## src/adcfifo_defines.svh

```systemverilog
`ifndef ADCFIFO_DEFINES_SVH
`define ADCFIFO_DEFINES_SVH

// host register map
`define ADCREAD_ADDR             8'd3
`define FIFO_STAT                8'd16
`define DEBUG_FIFO_READS         8'd17
`define DEBUG_FIFO_READS_FREEZE  8'd18
`define STREAM_SEGMENT_THRESHOLD 8'd19
`define ADC_LOW_RES              8'd20
`define FIFO_UNDERFLOW_COUNT     8'd21
`define FIFO_NO_UNDERFLOW_ERROR  8'd22
`define FAST_FIFO_READ_MODE      8'd23

// sample storage
`define FIFO_DEPTH_LOG2          4      // 16 samples

// bus and stream sizing
`define BYTECNT_SIZE             7
`define SEGMENT_THRESHOLD_RESET  17'd65536

`endif
```

## src/adc_fifo_pkg.sv

```systemverilog
package adc_fifo_pkg;

  typedef logic [9:0]  adc_sample_t;  // one ADC conversion
  typedef logic [7:0]  fifo_err_t;    // bit 0 overflow, bit 1 underflow
  typedef logic [16:0] seg_thresh_t;  // samples per stream segment

  // how a sample is packed into read bytes
  typedef enum logic [1:0] {
    mode_full_res    = 2'd0,  // two bytes per sample
    mode_low_res_msb = 2'd1,  // top 8 bits
    mode_low_res_lsb = 2'd2   // bottom 8 bits
  } readout_mode_t;

endpackage

```

## src/reg_bus_pkg.sv

```systemverilog
package reg_bus_pkg;

  // register bus address and data, byte wide
  typedef logic [7:0] reg_addr_t;
  typedef logic [7:0] reg_byte_t;

  // transfer seen on the bus in a cycle
  typedef enum logic [1:0] {
    op_idle  = 2'd0,  // no strobe
    op_read  = 2'd1,  // read level held
    op_write = 2'd2   // write pulse
  } bus_op_t;

endpackage

```

## src/adc_capture_top.sv

```systemverilog
`timescale 1ns/1ps
`include "adcfifo_defines.svh"

module adc_capture_top
  import reg_bus_pkg::*;
  import adc_fifo_pkg::*;
(
  input  logic        clk_usb,
  input  logic        reset,
  input  adc_sample_t adc_sample,
  input  logic        adc_valid,
  input  reg_addr_t   host_addr,
  input  logic        host_addr_load,
  input  reg_byte_t   host_wdata,
  input  logic        host_wr,
  input  logic        host_rd,
  output reg_byte_t   host_rdata,
  output logic        segment_ready
);

  reg_addr_t                reg_address;
  reg_byte_t                reg_datai;
  reg_byte_t                reg_datao;
  logic                     reg_read;
  logic                     reg_write;
  logic [`BYTECNT_SIZE-1:0] reg_bytecnt;
  logic                     fifo_empty;
  fifo_err_t                fifo_error_stat;
  logic [7:0]               underflow_count;
  logic [31:0]              fifo_read_count;
  logic [31:0]              fifo_read_count_error_freeze;
  logic                     fifo_rd_en;
  logic                     clear_fifo_errors;
  logic                     no_underflow_errors;
  seg_thresh_t              stream_segment_threshold;
  readout_mode_t            readout_mode;
  adc_sample_t              fifo_dout;

  host_reg_port u_port (
    .clk_usb        (clk_usb),
    .reset          (reset),
    .host_addr      (host_addr),
    .host_addr_load (host_addr_load),
    .host_wdata     (host_wdata),
    .host_wr        (host_wr),
    .host_rd        (host_rd),
    .reg_address    (reg_address),
    .reg_datai      (reg_datai),
    .reg_read       (reg_read),
    .reg_write      (reg_write),
    .reg_bytecnt    (reg_bytecnt)
  );

  reg_adcfifo u_regs (
    .clk_usb                      (clk_usb),
    .reset                        (reset),
    .reg_address                  (reg_address),
    .reg_bytecnt                  (reg_bytecnt),
    .reg_datai                    (reg_datai),
    .reg_read                     (reg_read),
    .reg_write                    (reg_write),
    .reg_datao                    (reg_datao),
    .fifo_empty                   (fifo_empty),
    .fifo_error_stat              (fifo_error_stat),
    .underflow_count              (underflow_count),
    .fifo_read_count              (fifo_read_count),
    .fifo_read_count_error_freeze (fifo_read_count_error_freeze),
    .fifo_rd_en                   (fifo_rd_en),
    .clear_fifo_errors            (clear_fifo_errors),
    .no_underflow_errors          (no_underflow_errors),
    .stream_segment_threshold     (stream_segment_threshold),
    .readout_mode                 (readout_mode)
  );

  adc_sample_fifo u_fifo (
    .clk_usb                      (clk_usb),
    .reset                        (reset),
    .adc_sample                   (adc_sample),
    .adc_valid                    (adc_valid),
    .fifo_rd_en                   (fifo_rd_en),
    .clear_fifo_errors            (clear_fifo_errors),
    .no_underflow_errors          (no_underflow_errors),
    .stream_segment_threshold     (stream_segment_threshold),
    .fifo_dout                    (fifo_dout),
    .fifo_empty                   (fifo_empty),
    .fifo_error_stat              (fifo_error_stat),
    .underflow_count              (underflow_count),
    .fifo_read_count              (fifo_read_count),
    .fifo_read_count_error_freeze (fifo_read_count_error_freeze),
    .segment_ready                (segment_ready)
  );

  adc_readout u_readout (
    .clk_usb      (clk_usb),
    .reset        (reset),
    .fifo_dout    (fifo_dout),
    .readout_mode (readout_mode),
    .reg_address  (reg_address),
    .reg_bytecnt  (reg_bytecnt),
    .reg_read     (reg_read),
    .reg_datao    (reg_datao),
    .host_rdata   (host_rdata)
  );

endmodule

```

## src/adc_readout.sv

```systemverilog
`timescale 1ns/1ps
`include "adcfifo_defines.svh"

module adc_readout
  import reg_bus_pkg::*;
  import adc_fifo_pkg::*;
(
  input  logic                     clk_usb,
  input  logic                     reset,
  input  adc_sample_t              fifo_dout,
  input  readout_mode_t            readout_mode,
  input  reg_addr_t                reg_address,
  input  logic [`BYTECNT_SIZE-1:0] reg_bytecnt,
  input  logic                     reg_read,
  input  reg_byte_t                reg_datao,
  output reg_byte_t                host_rdata
);

  logic        adc_read;    // read byte in progress at ADCREAD_ADDR
  logic [1:0]  read_age;    // cycles adc_read has been high
  adc_sample_t sample_q;    // held sample
  adc_sample_t sample_cur;
  reg_byte_t   out_byte;

  assign adc_read = reg_read && (reg_address == `ADCREAD_ADDR);

  always_ff @(posedge clk_usb) begin
    if (reset || !adc_read) begin
      read_age <= '0;
    end else if (read_age != 2'd3) begin
      read_age <= read_age + 1'b1;
    end
  end

  // popped word is settled two cycles into the read in either pop mode
  assign sample_cur = (read_age >= 2'd2) ? fifo_dout : sample_q;

  always_ff @(posedge clk_usb) begin
    sample_q <= sample_cur;
  end

  always_comb begin
    case (readout_mode)
      mode_low_res_msb: out_byte = sample_cur[9:2];
      mode_low_res_lsb: out_byte = sample_cur[7:0];
      default: out_byte = reg_bytecnt[0] ? {6'b0, sample_cur[9:8]} : sample_cur[7:0];
    endcase
  end

  assign host_rdata = adc_read ? out_byte : reg_datao;  // other regs pass through

endmodule

```

## src/adc_sample_fifo.sv

```systemverilog
`timescale 1ns/1ps
`include "adcfifo_defines.svh"

module adc_sample_fifo
  import adc_fifo_pkg::*;
(
  input  logic        clk_usb,
  input  logic        reset,
  input  adc_sample_t adc_sample,
  input  logic        adc_valid,
  input  logic        fifo_rd_en,
  input  logic        clear_fifo_errors,
  input  logic        no_underflow_errors,
  input  seg_thresh_t stream_segment_threshold,
  output adc_sample_t fifo_dout,
  output logic        fifo_empty,
  output fifo_err_t   fifo_error_stat,
  output logic [7:0]  underflow_count,
  output logic [31:0] fifo_read_count,
  output logic [31:0] fifo_read_count_error_freeze,
  output logic        segment_ready
);

  localparam int fifo_depth = 1 << `FIFO_DEPTH_LOG2;

  adc_sample_t                 mem [fifo_depth];
  logic [`FIFO_DEPTH_LOG2-1:0] wr_ptr;
  logic [`FIFO_DEPTH_LOG2-1:0] rd_ptr;
  logic [`FIFO_DEPTH_LOG2:0]   fill;           // samples stored
  logic                        fifo_full;
  logic                        push;
  logic                        pop;
  logic                        overflow_evt;   // sample dropped
  logic                        underflow_evt;  // pop on empty
  logic                        overflow_flag;
  logic                        underflow_flag;
  seg_thresh_t                 seg_count;      // samples since last clear

  assign fifo_empty    = (fill == '0);
  assign fifo_full     = fill[`FIFO_DEPTH_LOG2];  // msb set only at depth
  assign push          = adc_valid && !fifo_full;
  assign pop           = fifo_rd_en && !fifo_empty;
  assign overflow_evt  = adc_valid && fifo_full;
  assign underflow_evt = fifo_rd_en && fifo_empty;

  always_ff @(posedge clk_usb) begin
    if (push) begin
      mem[wr_ptr] <= adc_sample;
    end
    if (pop) begin
      fifo_dout <= mem[rd_ptr];  // empty pop keeps last data
    end
  end

  always_ff @(posedge clk_usb) begin
    if (reset) begin
      wr_ptr <= '0;
      rd_ptr <= '0;
      fill   <= '0;
    end else begin
      if (push) wr_ptr <= wr_ptr + 1'b1;
      if (pop) rd_ptr <= rd_ptr + 1'b1;
      case ({push, pop})
        2'b10:   fill <= fill + 1'b1;
        2'b01:   fill <= fill - 1'b1;
        default: ;
      endcase
    end
  end

  // sticky flags, clear wins over a new event
  always_ff @(posedge clk_usb) begin
    if (reset || clear_fifo_errors) begin
      overflow_flag  <= 1'b0;
      underflow_flag <= 1'b0;
    end else begin
      if (overflow_evt) overflow_flag <= 1'b1;
      if (underflow_evt && !no_underflow_errors) underflow_flag <= 1'b1;
    end
  end

  assign fifo_error_stat = {6'b0, underflow_flag, overflow_flag};

  always_ff @(posedge clk_usb) begin
    if (reset) begin
      underflow_count              <= '0;
      fifo_read_count              <= '0;
      fifo_read_count_error_freeze <= '0;
    end else begin
      if (underflow_evt && (underflow_count != 8'hff)) begin
        underflow_count <= underflow_count + 1'b1;  // saturates
      end
      if (fifo_rd_en) begin
        fifo_read_count <= fifo_read_count + 1'b1;
      end
      if (fifo_rd_en && (fifo_error_stat == '0)) begin
        fifo_read_count_error_freeze <= fifo_read_count_error_freeze + 1'b1;
      end
    end
  end

  // segment counter restarts with the error clear
  always_ff @(posedge clk_usb) begin
    if (reset || clear_fifo_errors) begin
      seg_count <= '0;
    end else if (adc_valid && (seg_count != '1)) begin
      seg_count <= seg_count + 1'b1;
    end
  end

  assign segment_ready = (seg_count >= stream_segment_threshold);

  assert property (@(posedge clk_usb) disable iff (reset) int'(fill) <= fifo_depth)
    else $error("fifo fill level above depth");

endmodule

```

## src/reg_adcfifo.sv

```systemverilog
`timescale 1ns/1ps
`include "adcfifo_defines.svh"

module reg_adcfifo
  import reg_bus_pkg::*;
  import adc_fifo_pkg::*;
(
  input  logic                     clk_usb,
  input  logic                     reset,
  input  reg_addr_t                reg_address,
  input  logic [`BYTECNT_SIZE-1:0] reg_bytecnt,
  input  reg_byte_t                reg_datai,
  input  logic                     reg_read,
  input  logic                     reg_write,
  output reg_byte_t                reg_datao,
  input  logic                     fifo_empty,
  input  fifo_err_t                fifo_error_stat,
  input  logic [7:0]               underflow_count,
  input  logic [31:0]              fifo_read_count,
  input  logic [31:0]              fifo_read_count_error_freeze,
  output logic                     fifo_rd_en,
  output logic                     clear_fifo_errors,
  output logic                     no_underflow_errors,
  output seg_thresh_t              stream_segment_threshold,
  output readout_mode_t            readout_mode
);

  logic        low_res;              // packed readout enable
  logic        low_res_lsb;          // low bits instead of top bits
  logic        fast_fifo_read_mode;
  logic        reg_read_q;
  logic        read_rise;
  logic        pop_allowed;
  logic        fifo_rd_en_q;         // slow mode pop, one cycle late
  logic [31:0] fifo_stat_word;

  // byte idx of a 32-bit word, zero past the top
  function automatic reg_byte_t pick_byte(input logic [31:0] word,
                                          input logic [`BYTECNT_SIZE-1:0] idx);
    reg_byte_t b;
    if (|idx[`BYTECNT_SIZE-1:2]) begin
      b = '0;
    end else begin
      b = reg_byte_t'(word >> {idx[1:0], 3'b000});
    end
    return b;
  endfunction

  assign fifo_stat_word = {23'b0, fifo_empty, fifo_error_stat};  // empty above error byte

  always_comb begin
    reg_datao = '0;  // idle bus reads zero
    if (reg_read) begin
      case (reg_address)
        `FIFO_STAT:                reg_datao = pick_byte(fifo_stat_word, reg_bytecnt);
        `DEBUG_FIFO_READS:         reg_datao = pick_byte(fifo_read_count, reg_bytecnt);
        `DEBUG_FIFO_READS_FREEZE:
          reg_datao = pick_byte(fifo_read_count_error_freeze, reg_bytecnt);
        `STREAM_SEGMENT_THRESHOLD:
          reg_datao = pick_byte({15'b0, stream_segment_threshold}, reg_bytecnt);
        `ADC_LOW_RES:              reg_datao = {6'b0, low_res_lsb, low_res};
        `FIFO_UNDERFLOW_COUNT:     reg_datao = underflow_count;
        `FIFO_NO_UNDERFLOW_ERROR:  reg_datao = {7'b0, no_underflow_errors};
        `FAST_FIFO_READ_MODE:      reg_datao = {7'b0, fast_fifo_read_mode};
        default:                   reg_datao = '0;
      endcase
    end
  end

  always_ff @(posedge clk_usb) begin
    if (reset) begin
      low_res                  <= 1'b0;
      low_res_lsb              <= 1'b0;
      clear_fifo_errors        <= 1'b0;
      no_underflow_errors      <= 1'b1;  // underflow flag off by default
      stream_segment_threshold <= `SEGMENT_THRESHOLD_RESET;
      fast_fifo_read_mode      <= 1'b0;
    end else begin
      clear_fifo_errors <= reg_write && (reg_address == `FIFO_STAT);  // any write clears
      if (reg_write) begin
        case (reg_address)
          `ADC_LOW_RES: begin
            low_res     <= reg_datai[0];
            low_res_lsb <= reg_datai[1];
          end
          `STREAM_SEGMENT_THRESHOLD: begin
            if (!(|reg_bytecnt[`BYTECNT_SIZE-1:2])) begin
              case (reg_bytecnt[1:0])
                2'd0:    stream_segment_threshold[7:0]  <= reg_datai;
                2'd1:    stream_segment_threshold[15:8] <= reg_datai;
                2'd2:    stream_segment_threshold[16]   <= reg_datai[0];
                default: ;
              endcase
            end
          end
          `FIFO_NO_UNDERFLOW_ERROR: no_underflow_errors <= reg_datai[0];
          default: ;
        endcase
        // fast mode only survives until the next write elsewhere
        fast_fifo_read_mode <= (reg_address == `FAST_FIFO_READ_MODE) ? reg_datai[0] : 1'b0;
      end
    end
  end

  always_comb begin
    if (!low_res) begin
      readout_mode = mode_full_res;
    end else if (low_res_lsb) begin
      readout_mode = mode_low_res_lsb;
    end else begin
      readout_mode = mode_low_res_msb;
    end
  end

  assign read_rise   = reg_read && !reg_read_q;
  // full res pops on the low byte only
  assign pop_allowed = (reg_address == `ADCREAD_ADDR) &&
                       ((readout_mode != mode_full_res) || !reg_bytecnt[0]);

  always_ff @(posedge clk_usb) begin
    if (reset) begin
      reg_read_q   <= 1'b0;
      fifo_rd_en_q <= 1'b0;
    end else begin
      reg_read_q   <= reg_read;
      fifo_rd_en_q <= read_rise && pop_allowed;
    end
  end

  assign fifo_rd_en = fast_fifo_read_mode ? (read_rise && pop_allowed) : fifo_rd_en_q;

  // one clear pulse per FIFO_STAT write, host never writes it back to back
  assert property (@(posedge clk_usb) disable iff (reset)
                   clear_fifo_errors |=> !clear_fifo_errors)
    else $error("clear_fifo_errors held two cycles");

endmodule

```

## src/host_reg_port.sv

```systemverilog
`timescale 1ns/1ps
`include "adcfifo_defines.svh"

module host_reg_port
  import reg_bus_pkg::*;
(
  input  logic                     clk_usb,
  input  logic                     reset,
  input  reg_addr_t                host_addr,
  input  logic                     host_addr_load,
  input  reg_byte_t                host_wdata,
  input  logic                     host_wr,
  input  logic                     host_rd,
  output reg_addr_t                reg_address,
  output reg_byte_t                reg_datai,
  output logic                     reg_read,
  output logic                     reg_write,
  output logic [`BYTECNT_SIZE-1:0] reg_bytecnt
);

  bus_op_t op_q;       // op of this cycle, one behind host pins
  bus_op_t op_prev;    // op of previous cycle
  logic    byte_done;  // end of a byte transfer

  always_ff @(posedge clk_usb) begin
    reg_address <= host_addr;  // address held by host for whole transaction
    reg_datai   <= host_wdata;
  end

  always_ff @(posedge clk_usb) begin
    if (reset) begin
      op_q    <= op_idle;
      op_prev <= op_idle;
    end else begin
      op_prev <= op_q;
      if (host_wr) begin
        op_q <= op_write;  // write wins, both high is a host error
      end else if (host_rd) begin
        op_q <= op_read;
      end else begin
        op_q <= op_idle;
      end
    end
  end

  assign reg_write = (op_q == op_write);
  assign reg_read  = (op_q == op_read);

  // a write byte ends right away, a read byte on the falling edge of reg_read
  assign byte_done = reg_write || ((op_prev == op_read) && (op_q != op_read));

  always_ff @(posedge clk_usb) begin
    if (reset) begin
      reg_bytecnt <= '0;
    end else if (host_addr_load) begin
      reg_bytecnt <= '0;  // new address restarts byte index
    end else if (byte_done) begin
      reg_bytecnt <= reg_bytecnt + 1'b1;
    end
  end

  // host strobes are exclusive
  assert property (@(posedge clk_usb) disable iff (reset) !(host_wr && host_rd))
    else $error("host_wr and host_rd high together");

endmodule

```

## config.mk

```make
export PLATFORM = sky130hd
export DESIGN_NAME = adc_capture_top
export DESIGN_NICKNAME = d
export VERILOG_FILES = /design/src/adc_fifo_pkg.sv /design/src/reg_bus_pkg.sv /design/src/adc_capture_top.sv /design/src/adc_readout.sv /design/src/adc_sample_fifo.sv /design/src/reg_adcfifo.sv /design/src/host_reg_port.sv
export VERILOG_INCLUDE_DIRS = /design/src
export SDC_FILE = /design/constraint.sdc
export NUM_CORES = 1
export LEC_CHECK = 0
export BUFFER_PORTS_ARGS = -buffer_cell sky130_fd_sc_hd__buf_2
export CAP_MARGIN = 20
export CELL_PAD_IN_SITES_DETAIL_PLACEMENT = 1
export CELL_PAD_IN_SITES_GLOBAL_PLACEMENT = 1
export CORE_MARGIN = 10
export CORE_UTILIZATION = 40
export DETAILED_ROUTE_END_ITERATION = 12
export GPL_ROUTABILITY_DRIVEN = 1
export PLACE_DENSITY = 0.64
export REMOVE_ABC_BUFFERS = 1
export SETUP_SLACK_MARGIN = 0.4
export SYNTH_ARGS = -nofsm -noshare
export SYNTH_HDL_FRONTEND = slang
export SYNTH_SLANG_ARGS = --single-unit
```

## constraint.sdc

```tcl
create_clock -name clk_usb -period 8.18 [get_ports clk_usb]
set_input_delay 0 -clock clk_usb [delete_from_list [all_inputs] [get_ports clk_usb]]
set_output_delay 0 -clock clk_usb [all_outputs]
set_load 0.005 [all_outputs]
```

# Yosys cells after proc, flatten, opt, wreduce, memory -nomap -nowiden

Memories as Yosys holds them, arrays and structs flattened. A register that Yosys moved wholly into a read port is not among the register bits.
Index checks and enable logic that the tools add are counted.

Register bits: 167
Memory bits (writable): 160
Input port bits: 32
Output and inout port bits: 9
Logic and storage cells: 123
Memories: 1

Add/subtract/negate cells: 10
Magnitude comparators: 2
Eq/ne operators: 22
Shifts and indexed selects: 4
Mux-type cells: 19
Bitwise gates (word level): 1
Reductions and logical operators: 37

Memories:

| name       | depth | width | read ports | clocked after memory_dff | write ports | RTL line              | source |
|---|---|---|---|---|---|---|---|
| u_fifo.mem | 16    | 10    | 1          | 1                        | 1           | adc_sample_fifo.sv:26 | `adc_sample_t mem [fifo_depth];` |

Operators with widths:

| cell                  | count |
|---|---|
| $add 32x1->32 const B | 2 |
| $eq 8x5->1 const B    | 8 |
| $pmux 8 s8            | 1 |
| $shr 32x5->8          | 2 |
| $mux 8                | 7 |
| $add 17x1->17 const B | 1 |
| $ge 17x17->1          | 1 |
| $ne 17x17->1 const B  | 1 |
| $shr 17x5->8          | 1 |
| $pmux 8 s2            | 1 |
| $logic_and 1x1->1     | 14 |
| $reduce_and 4->1      | 3 |
| $eq 2x1->1 const B    | 5 |
| $mux 10               | 1 |
| $pmux 5 s2            | 1 |
| $shr 9x5->8           | 1 |
| $add 4x1->4 const B   | 2 |
| $add 8x1->8 const B   | 1 |
| $eq 2x2->1 const B    | 4 |
| $eq 8x2->1 const B    | 1 |
| $logic_not 8->1       | 1 |
| $ne 8x8->1 const B    | 1 |
| $add 7x1->7 const B   | 1 |
| $logic_not 1->1       | 6 |
| other kinds (16)      | 28 |

# Depth between registers and ports, before layout

Depth after elaboration: 10
Mapped depth: 15
Mapped depth without buffers: 12

# Cells and area by module

From an unflattened synthesis, not the netlist that was laid out.

Cell total of the unflattened synthesis: 1,222
Area, all modules: 15,061.9 µm²

Modules (own cells, without submodules):

| module          | times used | cells each | area each (µm²) | sequential area each (µm²) |
|---|---|---|---|---|
| adc_sample_fifo | 1          | 855        | 11,552.3        | 7,186.9 |
| reg_adcfifo     | 1          | 218        | 2,011.9         | 480.5 |
| host_reg_port   | 1          | 68         | 770.7           | 540.5 |
| adc_readout     | 1          | 81         | 726.9           | 240.2 |

# Worst setup path after synthesis

No wires, ideal clock.

Path kind: register -> register
From: reg u_port.reg_address[3]
To: reg u_fifo.fill[4]
Data arrival time: 3.607 ns
Data required time: 8.110 ns
Slack: 4.502 ns
Cell stages (with the launch flop): 15
Buffers on the path: 2
Period minus slack after synthesis: 3.678 ns
Path through: dfxtp_1 nor4_4 nand4_1 o31a_1 clkbuf_1 buf_2 nor2_1 ha_1 inv_1 fa_1 nor2b_1 o21ai_0 and3_1 or4_1 a21oi_1

Cells in the longest elaborated chain, start to end: 7

RTL lines:

| what                                                   | RTL line              | source |
|---|---|---|
| start, declared                                        | host_reg_port.sv:14   | `output reg_addr_t reg_address,` |
| start signal, assigned                                 | host_reg_port.sv:26   | `reg_address <= host_addr;` |
| $eq 8x2->1 (no line) (*)                               | -                     |  |
| $logic_and 1x1->1 (*)                                  | reg_adcfifo.sv:117    | `` assign pop_allowed = (reg_address == `ADCREAD_ADDR) && `` |
| $logic_and 1x1->1 (*)                                  | reg_adcfifo.sv:130    | `assign fifo_rd_en = fast_fifo_read_mode ? (read_rise && pop_allowed) : fifo_rd_en_q;` |
| $mux 1 (*)                                             | reg_adcfifo.sv:130    |  |
| $logic_and 1x1->1 (*)                                  | adc_sample_fifo.sv:42 | `assign pop = fifo_rd_en && !fifo_empty;` |
| named net u_fifo.pop                                   | adc_sample_fifo.sv:32 | `logic pop;` |
| $eq 2x1->1 / $eq 2x2->1 (equally long branches)        | adc_sample_fifo.sv:63 | `case ({push, pop})` |
| $pmux 5 s2 / $reduce_bool 2->1 (equally long branches) | -                     |  |
| end signal, assigned                                   | adc_sample_fifo.sv:64 | `2'b10: fill <= fill + 1'b1;` |
| end signal, assigned                                   | adc_sample_fifo.sv:65 | `2'b01: fill <= fill - 1'b1;` |
| end, declared                                          | adc_sample_fifo.sv:29 | `` logic [`FIFO_DEPTH_LOG2:0] fill; `` |

The timed path passes the listed nets; every way through them passes the cells marked *.
A chain may end at the register's enable or synchronous reset.

# Worst setup path in the final report

From: reg u_port.reg_address[1]
To: reg u_fifo.fill[4]

The elaborated chain is that of the path after synthesis.

==> impl_metrics.tcl <==
set metrics [dict create \
    fillers 3885 \
    grt.overflow.total 0 \
    drive_above_1_share_pct 18.5 \
    grt_max_degree 103 \
    ant_nets 0 \
    met1_usage_pct 20.9 \
    cp-start-kind "flip-flop" \
    slowest_delay_ps 580 \
    met2_usage_pct 26.3 \
    synth-compound-area-share_pct 6.73 \
    dp.final_hpwl_um 25500 \
    synth-seq-cells 337 \
    port_buffers 40 \
    slew_viol_final 0 \
    dieArea_sq_um 46700 \
    cts_tree "built" \
    ir_drop_uv 167 \
    yosys.area.top_type "edfxtp_1" \
    powerDensity_nw_per_um2 208 \
    cp_top_family "simple AND/OR/NAND/NOR gates" \
    finClkSkew_ps 17.3 \
    wl_um 37600 \
    synth_area_per_cell_sq_um 12.4 \
    rsz0062_at_grt "false" \
    pin_count 41 \
    fin_ws_ps 3570 \
    die_h_um 216 \
    path_class "reg2reg" \
    worstMarginPinSlew_ps 1020 \
    critPathArrivalTime_ps 5090 \
    cts_resized 0 \
    slew-limit-headroom_pct 31.8 \
    postPlaceCellArea_sq_um 16000 \
    met3_usage_pct 3.43 \
    synth_async_sr_flop_share_pct 0 \
    synth_top_area_share_pct 33.2 \
    drc_errors 0 \
    htreeDepth 2 \
    start_util_pct 40.7 \
    synth_enable_flop_cells 170 \
    clock.fmax_mhz 217 \
    timing.hold.ws_ps 68.4 \
    clock-root-buffer "clkbuf_16" \
    insertedDiodeCount 0 \
    synth-xor-area-share_pct 1.25 \
    synth_top_family_by_area "multiplexers" \
    end_kind "flip-flop" \
    synth_flop_cell "edfxtp_1" \
    period_minus_slack_ps 4610 \
    cts_buffers 40 \
    dr.pass1.iters 4 \
    synth-simple-area-share_pct 14.9 \
    die_w_um 216 \
    synth_area_leaders "edfxtp_1, dfxtp_1, mux4_2" \
    gp_congestion 0.778 \
    hold_buffers 30 \
    synth_mux_area_share_pct 16.2 \
    seq_area_frac_synth_pct 55.0 \
    synthAdderAreaFrac_pct 3.21 \
    synth_cell_types 66 \
    num_vias 10200 \
    p_leak_nw 5.99 \
    setup_tns_ps 0 \
    area_growth_pct 14.6 \
    min_period_over_period_pct 56.4 \
    fin_util_pct 46.6 \
    synth_common_cells "edfxtp_1, dfxtp_1, nor2_1, mux4_2, a21oi_1" \
    grt_pass1_vias 10600 \
    ys_warn_count 0 \
    hold_violations 0 \
    path_buf_inv 3 \
    synth.most_common_cell "edfxtp_1" \
    drtIter0Drc 620 \
    cts_buffer_depth 3 \
    clk_latency_ps 560 \
    syn_inst 1244 \
    status "completed" \
    busiest_layer "met2" \
    drv_cap 0 \
    critPathRequiredTime_ps 8650 \
    cp_max_fo 102 \
    postLayoutCellArea_sq_um 17600 \
    design.core.area_sq_um 37800 \
    rows 71 \
    path_common_cell "buf_4" \
    post_cts_buffers 0 \
    slowest_stage "dfxtp_1" \
    fin_nets 1369 \
    viasPerCell 5.54 \
    clk_pin_slew_worst_paths_ps 60 \
    antenna_found_initial 0 \
    syn_area_sq_um 15400 \
    dp_slack_ps 3670 \
    grt_pass1_wl_um 60000 \
    grtUsageTotal_pct 16.0 \
    cts.sinks 337 \
    path_cells "and2_1, nand4_1, o31a_2, buf_4, nor2_1, buf_4, ha_1, inv_1, fa_1, nor2b_1, o21ai_0, and3_1, or4_1, a21oi_1" \
    setup_viol 0 \
    wl_per_cell_um 20.5 \
    hold_path.class "in2reg" \
]
==> metal layers <==
layer,share of wire (%),vias up
met3,3.9,55
met4,2.0,0
met5,0,-
met2,48,145
li1,-,4815
met1,46,5175
==> layout make-up <==
type / instances / area (sq um) / share of cell area [%]
Clock buffer: 49 / 1040 / 5.93
Multi-Input combinational cell: 801 / 6500 / 36.9
Tap cell: 511 / 639 / 3.63
Clock inverter: 21 / 234 / 1.33
Sequential cell: 337 / 8450 / 48.0
Timing Repair Buffer: 81 / 598 / 3.40
Inverter: 38 / 143 / 0.810
==> worst paths after layout <==
| kind | from | end | slack [ps] | cells past startpoint |
|---|---|---|---|---|
| worst max-delay path | u_port.reg_address[1] | u_fifo.fill[4] | 3570 | 14 |
| worst min-delay path | reset | u_fifo.fifo_read_count_error_freeze[13] | 70 | 2 |
| worst max register to register | u_port.reg_address[1] | u_fifo.fill[4] | 3570 | 14 |
| worst min register to register | u_readout.sample_q[1] | u_readout.sample_q[1] | 500 | 1 |
==> logic make-up after synthesis <==
group / Yosys count
buffers and inverters: 106
flip-flops: 337
adder cells (fa/ha/maj): 39
XOR/XNOR: 22
multiplexers: 153
AO/OA/AOI/OAI: 157
AND/OR/NAND/NOR: 430
==> worst register-to-register path: cells and delay by family, from the launching register on <==
family | cells | cell delay (ps)
simple gates | 6 | 1880
flops | 1 | 580
compound gates | 3 | 750
fa+ha+maj | 2 | 630
buf+inv | 3 | 680
==> placed cells by master (no fill, tap or decap), types with 13 or more instances in the layout <==
master | Yosys | final
nand2_1 | 48 | 48
mux2i_1 | 35 | 35
mux4_2 | 72 | 72
dlygate4sd3_1 | 0 | 30
buf_2 | 17 | 39
o31ai_1 | 25 | 25
dfxtp_1 | 167 | 164
a22oi_1 | 13 | 13
nand4_1 | 31 | 31
nor3_1 | 30 | 30
ha_1 | 37 | 37
a21oi_1 | 59 | 59
xor2_1 | 14 | 14
o21ai_0 | 21 | 21
nor2_1 | 128 | 128
or3_1 | 21 | 21
inv_1 | 38 | 38
edfxtp_1 | 170 | 170
or4_1 | 23 | 23
mux2_2 | 44 | 44
nand3_1 | 40 | 40
nor2b_1 | 47 | 47
clkbuf_16 | 0 | 40
==> flip-flops by register name, summed over array words and instances (netlist names), 4 cells and up <==
| register | count |
|---|---|
| u_fifo.fifo_dout | 10 |
| u_port.reg_address | 8 |
| u_fifo.rd_ptr | 4 |
| u_fifo.wr_ptr | 4 |
| u_fifo.fill | 5 |
| u_fifo.mem | 160 |
| u_port.reg_bytecnt | 7 |
| u_readout.sample_q | 10 |
| u_regs.stream_segment_threshold | 17 |
| u_port.reg_datai | 8 |
| u_fifo.fifo_read_count | 32 |
| u_fifo.seg_count | 17 |
| u_fifo.underflow_count | 8 |
| u_fifo.fifo_read_count_error_freeze | 32 |
==> report_power, final <==
part / leakage (nW) / internal (mW) / switching, mW
logic: 2.48 / 0.0434 / 0.0704
clock network: 0.620 / 1.04 / 0.714
registers: 2.89 / 1.79 / 0.0123
total: 5.99 / 2.87 / 0.796
==> metrics by stage <==
step,std cells,total power [mW]
6_report,1838,3.67
5_1_grt,1838,3.81
4_1_cts,1837,3.73
3_5_place_dp,1737,1.94
3_3_place_gp,1737,1.94
2_1_floorplan,1176,1.89
(Power assumes the default switching activity.)
